## src/coherence_pkg.sv

```systemverilog
`default_nettype none

package coherence_pkg;

	// Byte address and data word widths
	localparam int addr_width   = 32;
	localparam int data_width   = 32;

	// Word address split for the L2
	localparam int offset_width = 2;
	localparam int index_width  = 9;
	localparam int tag_width    = 21;

	// Two ways of 512 sets each
	localparam int num_sets     = 512;

	// Lowest bit of the set index and of the tag in a byte address
	localparam int index_lsb    = offset_width;
	localparam int tag_lsb      = offset_width + index_width;

	typedef logic [addr_width-1:0]  addr_t;
	typedef logic [data_width-1:0]  word_t;
	typedef logic [index_width-1:0] index_t;
	typedef logic [tag_width-1:0]   tag_t;

	// Source of a read response
	typedef enum logic [1:0] {
		// Word forwarded from the other core's L1
		resp_peer = 2'b01,
		// Word read from the L2
		resp_l2   = 2'b10,
		// Nothing found, core retries later
		resp_none = 2'b11
	} resp_t;

	// L2 miss-fill FSM
	typedef enum logic [1:0] {
		// No fill in progress
		l2_idle  = 2'b00,
		// Waiting on data memory
		l2_fetch = 2'b01,
		// Fill word captured, waiting for a free write slot
		l2_write = 2'b10
	} l2_state_t;

endpackage

`default_nettype wire

```

## src/bus_response.sv

```systemverilog
`timescale 1ns/1ps
`default_nettype none

module bus_response import coherence_pkg::*; (
	input  logic  clk,
	input  logic  reset,
	input  logic  lookup_valid,
	input  logic  lookup_core,
	input  logic  snoop_hit_core1,
	input  logic  snoop_hit_core2,
	input  word_t snoop_data_core1,
	input  word_t snoop_data_core2,
	input  logic  l2_hit,
	input  word_t l2_data,
	output logic  resp_valid_core1,
	output logic  resp_valid_core2,
	output resp_t resp_core1,
	output resp_t resp_core2,
	output word_t data_core1,
	output word_t data_core2
);

	// Snoop answer of the core that was not granted
	logic  peer_hit;
	word_t peer_data;
	// Response before the output register
	resp_t next_resp;
	word_t next_data;
	logic  to_core1;
	logic  to_core2;

	assign peer_hit  = lookup_core ? snoop_hit_core1 : snoop_hit_core2;
	assign peer_data = lookup_core ? snoop_data_core1 : snoop_data_core2;

	// Peer L1 first, then L2, else retry
	always_comb begin
		if (peer_hit) begin
			next_resp = resp_peer;
			next_data = peer_data;
		end else if (l2_hit) begin
			next_resp = resp_l2;
			next_data = l2_data;
		end else begin
			next_resp = resp_none;
			next_data = '0;
		end
	end

	assign to_core1 = lookup_valid && !lookup_core;
	assign to_core2 = lookup_valid && lookup_core;

	always_ff @(posedge clk) begin
		if (reset) begin
			resp_valid_core1 <= 1'b0;
			resp_valid_core2 <= 1'b0;
		end else begin
			resp_valid_core1 <= to_core1;
			resp_valid_core2 <= to_core2;
		end
	end

	// Each core keeps its last response until the next grant
	always_ff @(posedge clk) begin
		if (to_core1) begin
			resp_core1 <= next_resp;
			data_core1 <= next_data;
		end
		if (to_core2) begin
			resp_core2 <= next_resp;
			data_core2 <= next_data;
		end
	end

	// Every delivered response carries a defined code
	resp_code_core1: assert property (@(posedge clk) disable iff (reset)
		resp_valid_core1 |-> resp_core1 != 2'b00);
	resp_code_core2: assert property (@(posedge clk) disable iff (reset)
		resp_valid_core2 |-> resp_core2 != 2'b00);

endmodule

`default_nettype wire

```

## config.mk

```make
export PLATFORM = sky130hd
export DESIGN_NAME = bus_response
export DESIGN_NICKNAME = d
export VERILOG_FILES = /design/src/coherence_pkg.sv /design/src/bus_response.sv
export SDC_FILE = /design/constraint.sdc
export NUM_CORES = 1
export LEC_CHECK = 0
export BUFFER_PORTS_ARGS = -buffer_cell sky130_fd_sc_hd__buf_2
export CAP_MARGIN = 20
export CORE_MARGIN = 5
export CORE_UTILIZATION = 34
export CTS_CLUSTER_SIZE = 16
export DETAILED_ROUTE_END_ITERATION = 6
export GPL_TIMING_DRIVEN = 0
export PLACE_DENSITY = 0.64
export SYNTH_ARGS = -nofsm -noshare
export SYNTH_HDL_FRONTEND = slang
export SYNTH_SLANG_ARGS = --single-unit
export TNS_END_PERCENT = 5
```

## constraint.sdc

```tcl
create_clock -name clk -period 3.51 [get_ports clk]
set_input_delay 0.702 -clock clk [delete_from_list [all_inputs] [get_ports clk]]
set_output_delay 0.702 -clock clk [all_outputs]
set_load 0.05 [all_outputs]
```

After elaboration in Yosys (flattened, before gate mapping)
Index checks and enable logic that the tools add are counted.

Muxes and demuxes: 6. Reductions and logical operators: 3.

Operators by type and width (count): 32-bit two-way mux (3); 1-bit logical AND (2); 1-bit two-way mux (2); 2-bit two-way mux (1); 1-bit logical NOT (1).

Register bits after elaboration: 70. Input port bits: 103. Output and inout bits: 70. Word-level logic and storage cells: 15.

Depth between registers and ports, before layout
Depth in word-level cells: 2. Depth in mapped cells: 6. Gate-level depth less buffers: 3.

Least setup slack after synthesis
No wires, ideal clock.

Path type: input to register. Start point: in lookup_core. End point: reg data_core1[0], enable pin. Data arrival time: 2572 ps. Slack: 509 ps. Stages on the path: 3. Buffers on the path: 2. Cell sequence: buf_6 -> buf_2 -> nor2b_1.

Longest elaborated chain between the ends: 2.

RTL lines: start, declared (RTL line bus_response.sv:8) `input logic lookup_core,`; 1-bit logical NOT (RTL line bus_response.sv:49) `assign to_core1 = lookup_valid && !lookup_core;`; 1-bit logical AND (RTL line bus_response.sv:49); named net to_core1 (RTL line bus_response.sv:29) `logic to_core1;`; end signal, assigned (RTL line bus_response.sv:66) `data_core1 <= next_data;`; end, declared (RTL line bus_response.sv:19) `output word_t data_core1,`.

The timed path passes the listed nets, and every way through them passes these cells. A chain may end at the register's enable or synchronous reset.

Worst setup path in the final report
Start point: in lookup_core. End point: reg data_core2[22], enable pin.

Longest elaborated chain between the ends: 1.

RTL lines: 1-bit logical AND (RTL line bus_response.sv:50) `assign to_core2 = lookup_valid && lookup_core;`; named net to_core2 (RTL line bus_response.sv:30) `logic to_core2;`; end signal, assigned (RTL line bus_response.sv:70) `data_core2 <= next_data;`; end, declared (RTL line bus_response.sv:20) `output word_t data_core2`.

The timed path passes the listed nets, and every way through them passes these cells.

==> qor.yml <==
outcome:
  outcome: "complete, no violations"
floorplan:
  rows: 34
  initial_core_util_pct: 34.5
  io_pins: 173
  die_h_um: 104
  die_w_um: 104
  dieArea_sq_um: 10700
  core_sq_um: 8640
sta:
  max_freq_mhz: 507
  setup_viol: 0
  fin_crit_ns: 1.97
  setup_ws_ns: 1.54
  fin_crit_sh_pct: 56.2
  finalHoldViolations: 0
  grt_setup_unrepaired: "no"
  max_slew_margin_pct: 41.4
  holdWs_ns: 0.529
  slew_viol_final: 0
  max_slew.worst_pin.slew_ns: 0.879
  setup-tns-final_ns: 0
synth:
  synth.distinct_cells: 13
  yosysSeqAreaShare_pct: 69.9
  synth-warning-count: 0
  syn_inst: 185
  syn_area_per_cell_sq_um: 16.1
  netlist_area_sq_um: 2980
  synth-seq-cells: 70
  syn-num-nets: 288
layout:
  final_util_pct: 49.1
  finalInstanceArea_sq_um: 4240
  nNetsFinal: 470
  regArea_sq_um: 2080
  nFillCells: 806
  area_growth_pct: 42.4
  multi_input_area_sq_um: 817
  antenna_cells: 0
  drive_above_1_share_pct: 53.2
cts:
  clk_path_buf_depth: 2
  cts_sinks: 70
  h-tree-depth: 3
  clkTransAtPathRegs_ns: 0.07
  cts_hold_buf: 0
  cts_root_buf: "clkbuf_8"
  post_cts_buffers: 0
  cts_made_buffers: 9
  ctsResizeCount: 0
  tritoncts: "done"
min_path:
  hp-class: "in -> reg"
  hold_depth: 2
  whs_endpoint: "resp_valid_core1$_SDFF_PP0_"
  hold_path.startpoint: "reset"
grt:
  grt_usage_pct: 13.6
  grt_pass1_vias: 2358
  grt_max_degree: 35
  grt_pass1_wl_mm: 11.7
  antenna_found_initial: 1
  grt_overflow: 0
detailed_routing:
  drc: 0
  ant_nets: 0
  postRouteWirelength_mm: 7.51
  firstDrtPassIters: 4
  wl_per_cell_um: 15.6
  via_per_inst: 4.59
  num_vias: 2204
  first_iter_violations: 40
power_and_ir_drop:
  irDropWorstVdd_uv: 213
  power_density_nw_per_um2: 539
  p_leak_nw: 1.95
setup_path:
  critical_path_class: "in -> reg"
  cp-startpoint: "lookup_core"
  cp.arrival_ns: 1.93
  end_kind: "flop"
  cp_max_fo: 34
  start_kind: "input port"
  worstPathRequired_ns: 3.47
flow_run:
  max-cap-violations: 0
place:
  post-place-ws_ns: 1.14
  placed_area_sq_um: 4000
  dp_hpwl_mm: 5.61
  place.gp.congestion: 0.747
  io_buffers: 170
## worst max-delay path: stages
cell and delay, ns:
buf_6 0.14, buf_2 0.28, and2_2 0.79
## layout by cell type (no fill, tap or decap)
cell        count
buf_2         173
clkbuf_1        5
buf_6           5
dfxtp_1         2
bufinv_16       3
mux2_4          1
mux2i_1        64
nand2_1        33
clkinv_4        1
and2_2          1
edfxtp_1       68
clkinvlp_4      1
nor3b_1         1
buf_12          1
and3b_1         1
inv_2           1
clkbuf_8       10
nor2b_4         1
## final cells by class
type	count	area share, %
plain buffers	12	2.03
clock buffers	11	3.33
clock inverters	5	2.51
inverters	1	0.0885
multi-input cells	102	19.3
flip-flops and latches	70	49.1
well taps	108	3.18
repair buffers	171	20.5
## state kept, by name, indices dropped and copies added, names as in the netlist
| name | cells |
|---|---|
| resp_core1 | 2 |
| data_core1 | 32 |
| resp_valid_core2 | 1 |
| data_core2 | 32 |
| resp_valid_core1 | 1 |
| resp_core2 | 2 |
## where the power goes
part | switching (mW) | leakage [nW] | internal, mW
clock | 0.293 | 0.120 | 0.493
sequential | 0.0135 | 0.634 | 1.00
combinational | 0.349 | 1.20 | 0.140
## stage by stage
stage,power (mW),std cells
2_1_floorplan,1.38,185
3_3_place_gp,1.52,463
3_5_place_dp,1.53,464
4_1_cts,2.32,480
5_1_grt,2.38,480
6_report,2.29,480
## synthesized netlist by cell type
master / number / area share, %
nor2b_1: 1 / 0.21
dfxtp_1: 2 / 1.3
buf_6: 5 / 1.9
and2_1: 1 / 0.21
buf_2: 3 / 0.50
nor3b_1: 1 / 0.25
mux2i_1: 64 / 21
and3b_1: 1 / 0.29
edfxtp_1: 68 / 69
mux2_4: 1 / 0.50
inv_2: 1 / 0.13
clkbuf_1: 4 / 0.50
nand2_1: 33 / 4.2
## routing by layer
metal / GRT usage, % / vias to the layer above / share of wire (%)
met5: 0 / - / 0.17
met4: 4.69 / 2 / 1.6
met3: 6.65 / 11 / 11
met2: 22.6 / 106 / 50
met1: 15.2 / 1037 / 38
li1: - / 1048 / -
## kinds of logic (layout without fill, tap and decap cells)
family | Yosys count | in the layout | synth area share (%)
buffers and inverters | 13 | 200 | 3.02
flip-flops | 70 | 70 | 69.9
multiplexers | 65 | 65 | 22.0
AND/OR/NAND/NOR | 37 | 37 | 5.12
## how the worst max path moves through the flow
stage                                          end  slack [ns]  cells past startpoint
after CTS                 data_core2[12]$_DFFE_PP_        1.50                      3
after detailed placement   data_core2[9]$_DFFE_PP_        1.14                      3
after global routing      data_core2[24]$_DFFE_PP_        1.43                      3
after global placement     data_core1[6]$_DFFE_PP_       -0.50                      3
final                     data_core2[22]$_DFFE_PP_        1.54                      3
after floorplan            data_core1[0]$_DFFE_PP_        0.51                      3
(Power assumes the default switching activity.)
