===== config.mk =====
export PLATFORM = sky130hd
export DESIGN_NAME = bus_arbiter
export DESIGN_NICKNAME = d
export VERILOG_FILES = /design/src/coherence_pkg.sv /design/src/bus_arbiter.sv
export SDC_FILE = /design/constraint.sdc
export NUM_CORES = 1
export LEC_CHECK = 0
export BUFFER_PORTS_ARGS = -buffer_cell sky130_fd_sc_hd__buf_2
export CAP_MARGIN = 20
export CORE_AREA = 2 2 115 117
export CTS_CLUSTER_DIAMETER = 200
export DETAILED_ROUTE_END_ITERATION = 8
export DIE_AREA = 0 0 117 119
export SYNTH_ARGS = -nofsm -noshare
export SYNTH_HDL_FRONTEND = slang
export SYNTH_SLANG_ARGS = --single-unit

===== constraint.sdc =====
create_clock -name clk -period 2.1 [get_ports clk]
set_clock_uncertainty 0.2 [all_clocks]
set_input_delay 0.42 -clock clk [delete_from_list [all_inputs] [get_ports clk]]
set_output_delay 0.42 -clock clk [all_outputs]
set_load 0.02 [all_outputs]

===== src/coherence_pkg.sv =====
`default_nettype none

package coherence_pkg;

	// Byte address and data word widths
	localparam int addr_width   = 32;
	localparam int data_width   = 32;

	// Word address split for the L2
	localparam int offset_width = 2;
	localparam int index_width  = 9;
	localparam int tag_width    = 21;

	// Two ways of 512 sets each
	localparam int num_sets     = 512;

	// Lowest bit of the set index and of the tag in a byte address
	localparam int index_lsb    = offset_width;
	localparam int tag_lsb      = offset_width + index_width;

	typedef logic [addr_width-1:0]  addr_t;
	typedef logic [data_width-1:0]  word_t;
	typedef logic [index_width-1:0] index_t;
	typedef logic [tag_width-1:0]   tag_t;

	// Source of a read response
	typedef enum logic [1:0] {
		// Word forwarded from the other core's L1
		resp_peer = 2'b01,
		// Word read from the L2
		resp_l2   = 2'b10,
		// Nothing found, core retries later
		resp_none = 2'b11
	} resp_t;

	// L2 miss-fill FSM
	typedef enum logic [1:0] {
		// No fill in progress
		l2_idle  = 2'b00,
		// Waiting on data memory
		l2_fetch = 2'b01,
		// Fill word captured, waiting for a free write slot
		l2_write = 2'b10
	} l2_state_t;

endpackage

`default_nettype wire


===== src/bus_arbiter.sv =====
`timescale 1ns/1ps
`default_nettype none

module bus_arbiter import coherence_pkg::*; (
	input  logic  clk,
	input  logic  reset,
	input  logic  req_core1,
	input  logic  req_core2,
	input  addr_t addr_core1,
	input  addr_t addr_core2,
	input  logic  flush_core1,
	input  logic  flush_core2,
	input  addr_t flush_addr_core1,
	input  addr_t flush_addr_core2,
	input  word_t flush_data_core1,
	input  word_t flush_data_core2,
	output logic  grant_core1,
	output logic  grant_core2,
	output logic  lookup_valid,
	output logic  lookup_core,
	output addr_t lookup_addr,
	output logic  wr_valid,
	output addr_t wr_addr,
	output word_t wr_data
);

	// Core that wins the next tie (0 names core 1)
	logic toggle;
	logic both_req;

	assign both_req = req_core1 && req_core2;

	// Lone request always wins and a tie goes to the toggle
	assign grant_core1 = req_core1 && (!req_core2 || !toggle);
	assign grant_core2 = req_core2 && (!req_core1 || toggle);

	// Flip after every tie
	always_ff @(posedge clk) begin
		if (reset) begin
			toggle <= 1'b0;
		end else if (both_req) begin
			toggle <= !toggle;
		end
	end

	// One lookup per granted cycle
	assign lookup_valid = grant_core1 || grant_core2;
	assign lookup_core  = grant_core2;
	assign lookup_addr  = grant_core2 ? addr_core2 : addr_core1;

	// Core 1 wins when both flush at once
	assign wr_valid = flush_core1 || flush_core2;
	assign wr_addr  = flush_core1 ? flush_addr_core1 : flush_addr_core2;
	assign wr_data  = flush_core1 ? flush_data_core1 : flush_data_core2;

	// Back-to-back ties hand the bus to the other core
	tie_alternates: assert property (@(posedge clk) disable iff (reset)
		both_req ##1 both_req |->
			grant_core1 == $past(grant_core2) && grant_core2 == $past(grant_core1));

endmodule

`default_nettype wire


* Word level (Yosys, flattened, before mapping)
Index checks and enable logic that the tools add are counted.
** Operators by class
- Muxes and demuxes :: 3
- Reductions and logical operators :: 10
** Operators with widths (count)
- two-way mux 32 bit :: 3
- logical OR 1 bit :: 4
- logical AND 1 bit :: 3
- zero test 1 bit :: 3
** Storage, ports and cells
- Register bits after elaboration :: 1
- Input port bits :: 198
- Output and inout bits :: 101
- Word-level logic and storage cells :: 14

* Longest topological paths before layout
- Depth in word-level cells :: 4
- Gate-level depth with buffers :: 5
- Mapped depth without buffers :: 3

* Worst setup path before layout
No wires, ideal clock.
- Path kind :: input port to output port
- Start point :: in req_core1
- End point :: out lookup_addr[28]
- Arrival time :: 1255 ps
- Slack :: 225 ps
- Cell stages on the path :: 4
- Cells stage by stage :: inv_1 -> o21ai_4 -> buf_6 -> mux2_1
** On the way
- Longest elaborated chain between the ends :: 4
** RTL lines
- start: declaration :: RTL line bus_arbiter.sv:7 : input logic req_core1,
- zero test 1 bit :: RTL line bus_arbiter.sv:35 : assign grant_core2 = req_core2 && (!req_core1 || toggle);
- logical OR 1 bit :: RTL line bus_arbiter.sv:35
- logical AND 1 bit :: RTL line bus_arbiter.sv:35
- two-way mux 32 bit :: RTL line bus_arbiter.sv:49 : assign lookup_addr = grant_core2 ? addr_core2 : addr_core1;
- end: declaration :: RTL line bus_arbiter.sv:21 : output addr_t lookup_addr,
No other way between the ends.

* Worst setup path in the final report
- Start point :: in req_core1
- End point :: out lookup_addr[23]
The elaborated chain is that of the path after synthesis.

==> metrics.log <==
[metrics] status: finished, final reports clean
[metrics] post-CTS repair timing setup buffer count: 0
[metrics] hold-fix buffer count after cts: 0
[metrics] IO Port Bufs: 298
[metrics] final hold violation count: 0
[metrics] top-area cell type share of the netlist area: 0.849
[metrics] setup repair after global routing missed its margin: true
[metrics] IO Count: about 300
[metrics] horizontal extent of the die: 117 um
[metrics] Synth area leader: sky130_fd_sc_hd__mux2_2
[metrics] flip-flop count of the largest register, all copies and words added: 1
[metrics] Int Power: 412 uW
[metrics] min cycle time layout: around 2100 ps
[metrics] P_leak: ~0.0016 uW
[metrics] switching pwr: just over 400 uW
[metrics] met1 Usage GRT: 0.0991
[metrics] Detailed Routing Iterations Pass 1: 4
[metrics] crit-path max FO: 20
[metrics] largest registers: toggle: 1 flops
[metrics] Final GP Congestion: 0.802
[metrics] Core Rows: between 40 and 50
[metrics] Overflow after GRT: 0
[metrics] area of the mapped netlist: around 1200 sq um
[metrics] Flop pwr share: 0.029
[metrics] sequential-to-total area share from yosys stat: 0.0160
[metrics] Die H: 119 um
[metrics] placeable core region: 12900 sq um
[metrics] GRT met3 Usage: 0.00254
[metrics] first-pass GRT wire length: 8930 um
[metrics] worst slack at placement: approximately 22 ps
[metrics] DRC marker count from the first detailed-route iteration: 24
[metrics] number of unique standard cell types used by synthesis: 13
[metrics] Seq cells post-synth: 1
[metrics] number of resized instances in the post-cts repair step: 0
[metrics] min setup slack post-route: 22.1 ps
[metrics] most common library cell in the layout ignoring fill and taps: sky130_fd_sc_hd__buf_2
[metrics] half-perimeter wire length after detailed placement: 6470 um
[metrics] portion of total power attributed to combinational logic: 0.971
[metrics] Setup crit start kind: primary input
[metrics] data required time of the worst path: about 1500 ps
[metrics] period utilization: 0.989
[metrics] met2 track demand over resource in global routing: 0.163
[metrics] power density of the placed cells: 276 nW/um^2
[metrics] initial antenna violation count: 0
[metrics] category of the critical setup timing path: in2out
[metrics] nets: between 600 and 700
[metrics] ratio of cells with drive above 1 in the final layout: 0.978
[metrics] largest voltage drop on the vdd net: 0.131 mV
[metrics] routed via count divided by cell count: 3.52
[metrics] highest achievable clock rate: between 0.4 and 0.5 GHz
[metrics] Synth Net Count: between 300 and 400
[metrics] initial core utilization: 0.0969
[metrics] number of max-capacitance violations reported: 0
[metrics] count of nets left with antenna violations after detail routing: 0
[metrics] Yosys warnings: 0
[metrics] via count of the first global-routing pass: between 1500 and 2000
[metrics] commonest non-fill, non-tap cells in the layout: sky130_fd_sc_hd__buf_2, sky130_fd_sc_hd__mux2_2, sky130_fd_sc_hd__buf_4, sky130_fd_sc_hd__buf_12
[metrics] proportion of power drawn by the clock network: 0
[metrics] clock-pin transition on the worst setup and hold timing paths: 0 ps
[metrics] Die Outline Area: 13900 sq um
[metrics] Total GRT Usage: 0.0812
[metrics] worst min-delay path category: in2reg
[metrics] layout filler cell count: roughly 1400
[metrics] Most Crowded Layer GR: met2
[metrics] routed wire length: around 7000 um
[metrics] routed vias: between 2000 and 2500
[metrics] max_slew headroom: 0.847
[metrics] Worst-Margin Slew: 230 ps
[metrics] critical path arrival: roughly 1500 ps
[metrics] Final Max Slew Viols: 0
[metrics] DRC violations left: 0
[metrics] mean routed wirelength per cell: between 10 and 15 um
[metrics] # setup viols final: 0
[metrics] worst-skew pair later-pin latency: 0 ps
[metrics] synth top area cells: sky130_fd_sc_hd__mux2_2, sky130_fd_sc_hd__buf_4, sky130_fd_sc_hd__buf_6
[metrics] cell count after synthesis: approximately 120
[metrics] Finished Core Util: 0.229
[metrics] Final Total Pwr: between 800 and 900 uW
[metrics] largest net degree at the start of global routing: 45
[metrics] crit end category: primary output
[metrics] post-synthesis to final-layout area growth: 137%
[metrics] number of diodes: 0
[metrics] final hold slack: roughly 380 ps
[metrics] switching share of power: 0.495
[metrics] syn_area_per_cell: 10.7 sq um
[metrics] register ranked first by flip-flop count: toggle
==> through the flow <==
stage               cells  setup TNS, ps  instance area [sq um]
floorplan             117              0                   1250
global placement      585              0                   2950
detailed placement    585              0                   2950
CTS                   585              0                   2950
global route          585           -392                   2950
finish                585              0                   2950
==> cell families (layout without fill, tap and decap cells) <==
| family | after synthesis | count (layout) | share of synthesized area |
|---|---|---|---|
| buffers and inverters | 13 | 305 | 0.0772 |
| and+or+nand+nor | 4 | 4 | 0.0160 |
| AOI/OAI and AO/OA | 2 | 2 | 0.0171 |
| DFF | 1 | 1 | 0.0160 |
| xor gates and xnor gates | 1 | 1 | 0.00702 |
| muxes | 96 | 96 | 0.867 |
==> cell type report <==
type / instances / area [sq um] / share of cell area
inverter: 2 / 7.51 / 0.00254
multi-input combinational: 103 / 1130 / 0.383
sequential: 1 / 20.0 / 0.00679
tap: 176 / 220 / 0.0746
timing repair buffer: 303 / 1570 / 0.533
==> cells in the mapped netlist <==
| cell type | n |
|---|---|
| sky130_fd_sc_hd__xor2_1 | 1 |
| sky130_fd_sc_hd__nand2_1 | 1 |
| sky130_fd_sc_hd__inv_1 | 2 |
| sky130_fd_sc_hd__mux2_2 | 94 |
| sky130_fd_sc_hd__a21oi_1 | 1 |
| sky130_fd_sc_hd__buf_2 | 2 |
| sky130_fd_sc_hd__mux2_1 | 2 |
| sky130_fd_sc_hd__nor2_1 | 1 |
| sky130_fd_sc_hd__or2_2 | 2 |
| sky130_fd_sc_hd__o21ai_4 | 1 |
| sky130_fd_sc_hd__buf_6 | 3 |
| sky130_fd_sc_hd__buf_4 | 6 |
| sky130_fd_sc_hd__dfxtp_1 | 1 |
==> routing by layer <==
layer  vias to the layer above  share of wire
met5                         -              0
met4                         0              0
met3                         0          0.084
met2                       137           0.51
met1                       904           0.41
li1                       1020              -
==> worst max-delay path, cell delays in order <==
cell                      delay (ps)
sky130_fd_sc_hd__buf_2            90
sky130_fd_sc_hd__inv_1            60
sky130_fd_sc_hd__o21ai_4         180
sky130_fd_sc_hd__buf_12          190
sky130_fd_sc_hd__mux2_2          340
sky130_fd_sc_hd__buf_2           160
==> power by group through the flow <==
stage	sequential (uW)	clock (uW)	combinational (uW)
after detailed placement	23.7	0	794
after global placement	23.5	0	791
after CTS	23.7	0	798
after floorplan	23.2	0	446
final	23.6	0	791
after global routing	23.8	0	844
==> final timing paths <==
| check | cells past startpoint | slack (ps) | startpoint | endpoint |
|---|---|---|---|---|
| setup reg to reg | 2 | 1180 | toggle$_SDFFE_PP0P_ | toggle$_SDFFE_PP0P_ |
| hold / removal | 2 | 380 | reset | toggle$_SDFFE_PP0P_ |
| hold reg to reg | 2 | 400 | toggle$_SDFFE_PP0P_ | toggle$_SDFFE_PP0P_ |
| setup / recovery | 6 | 20 | req_core1 | lookup_addr[23] |
Note: power is estimated with default switching activity, not from simulation.
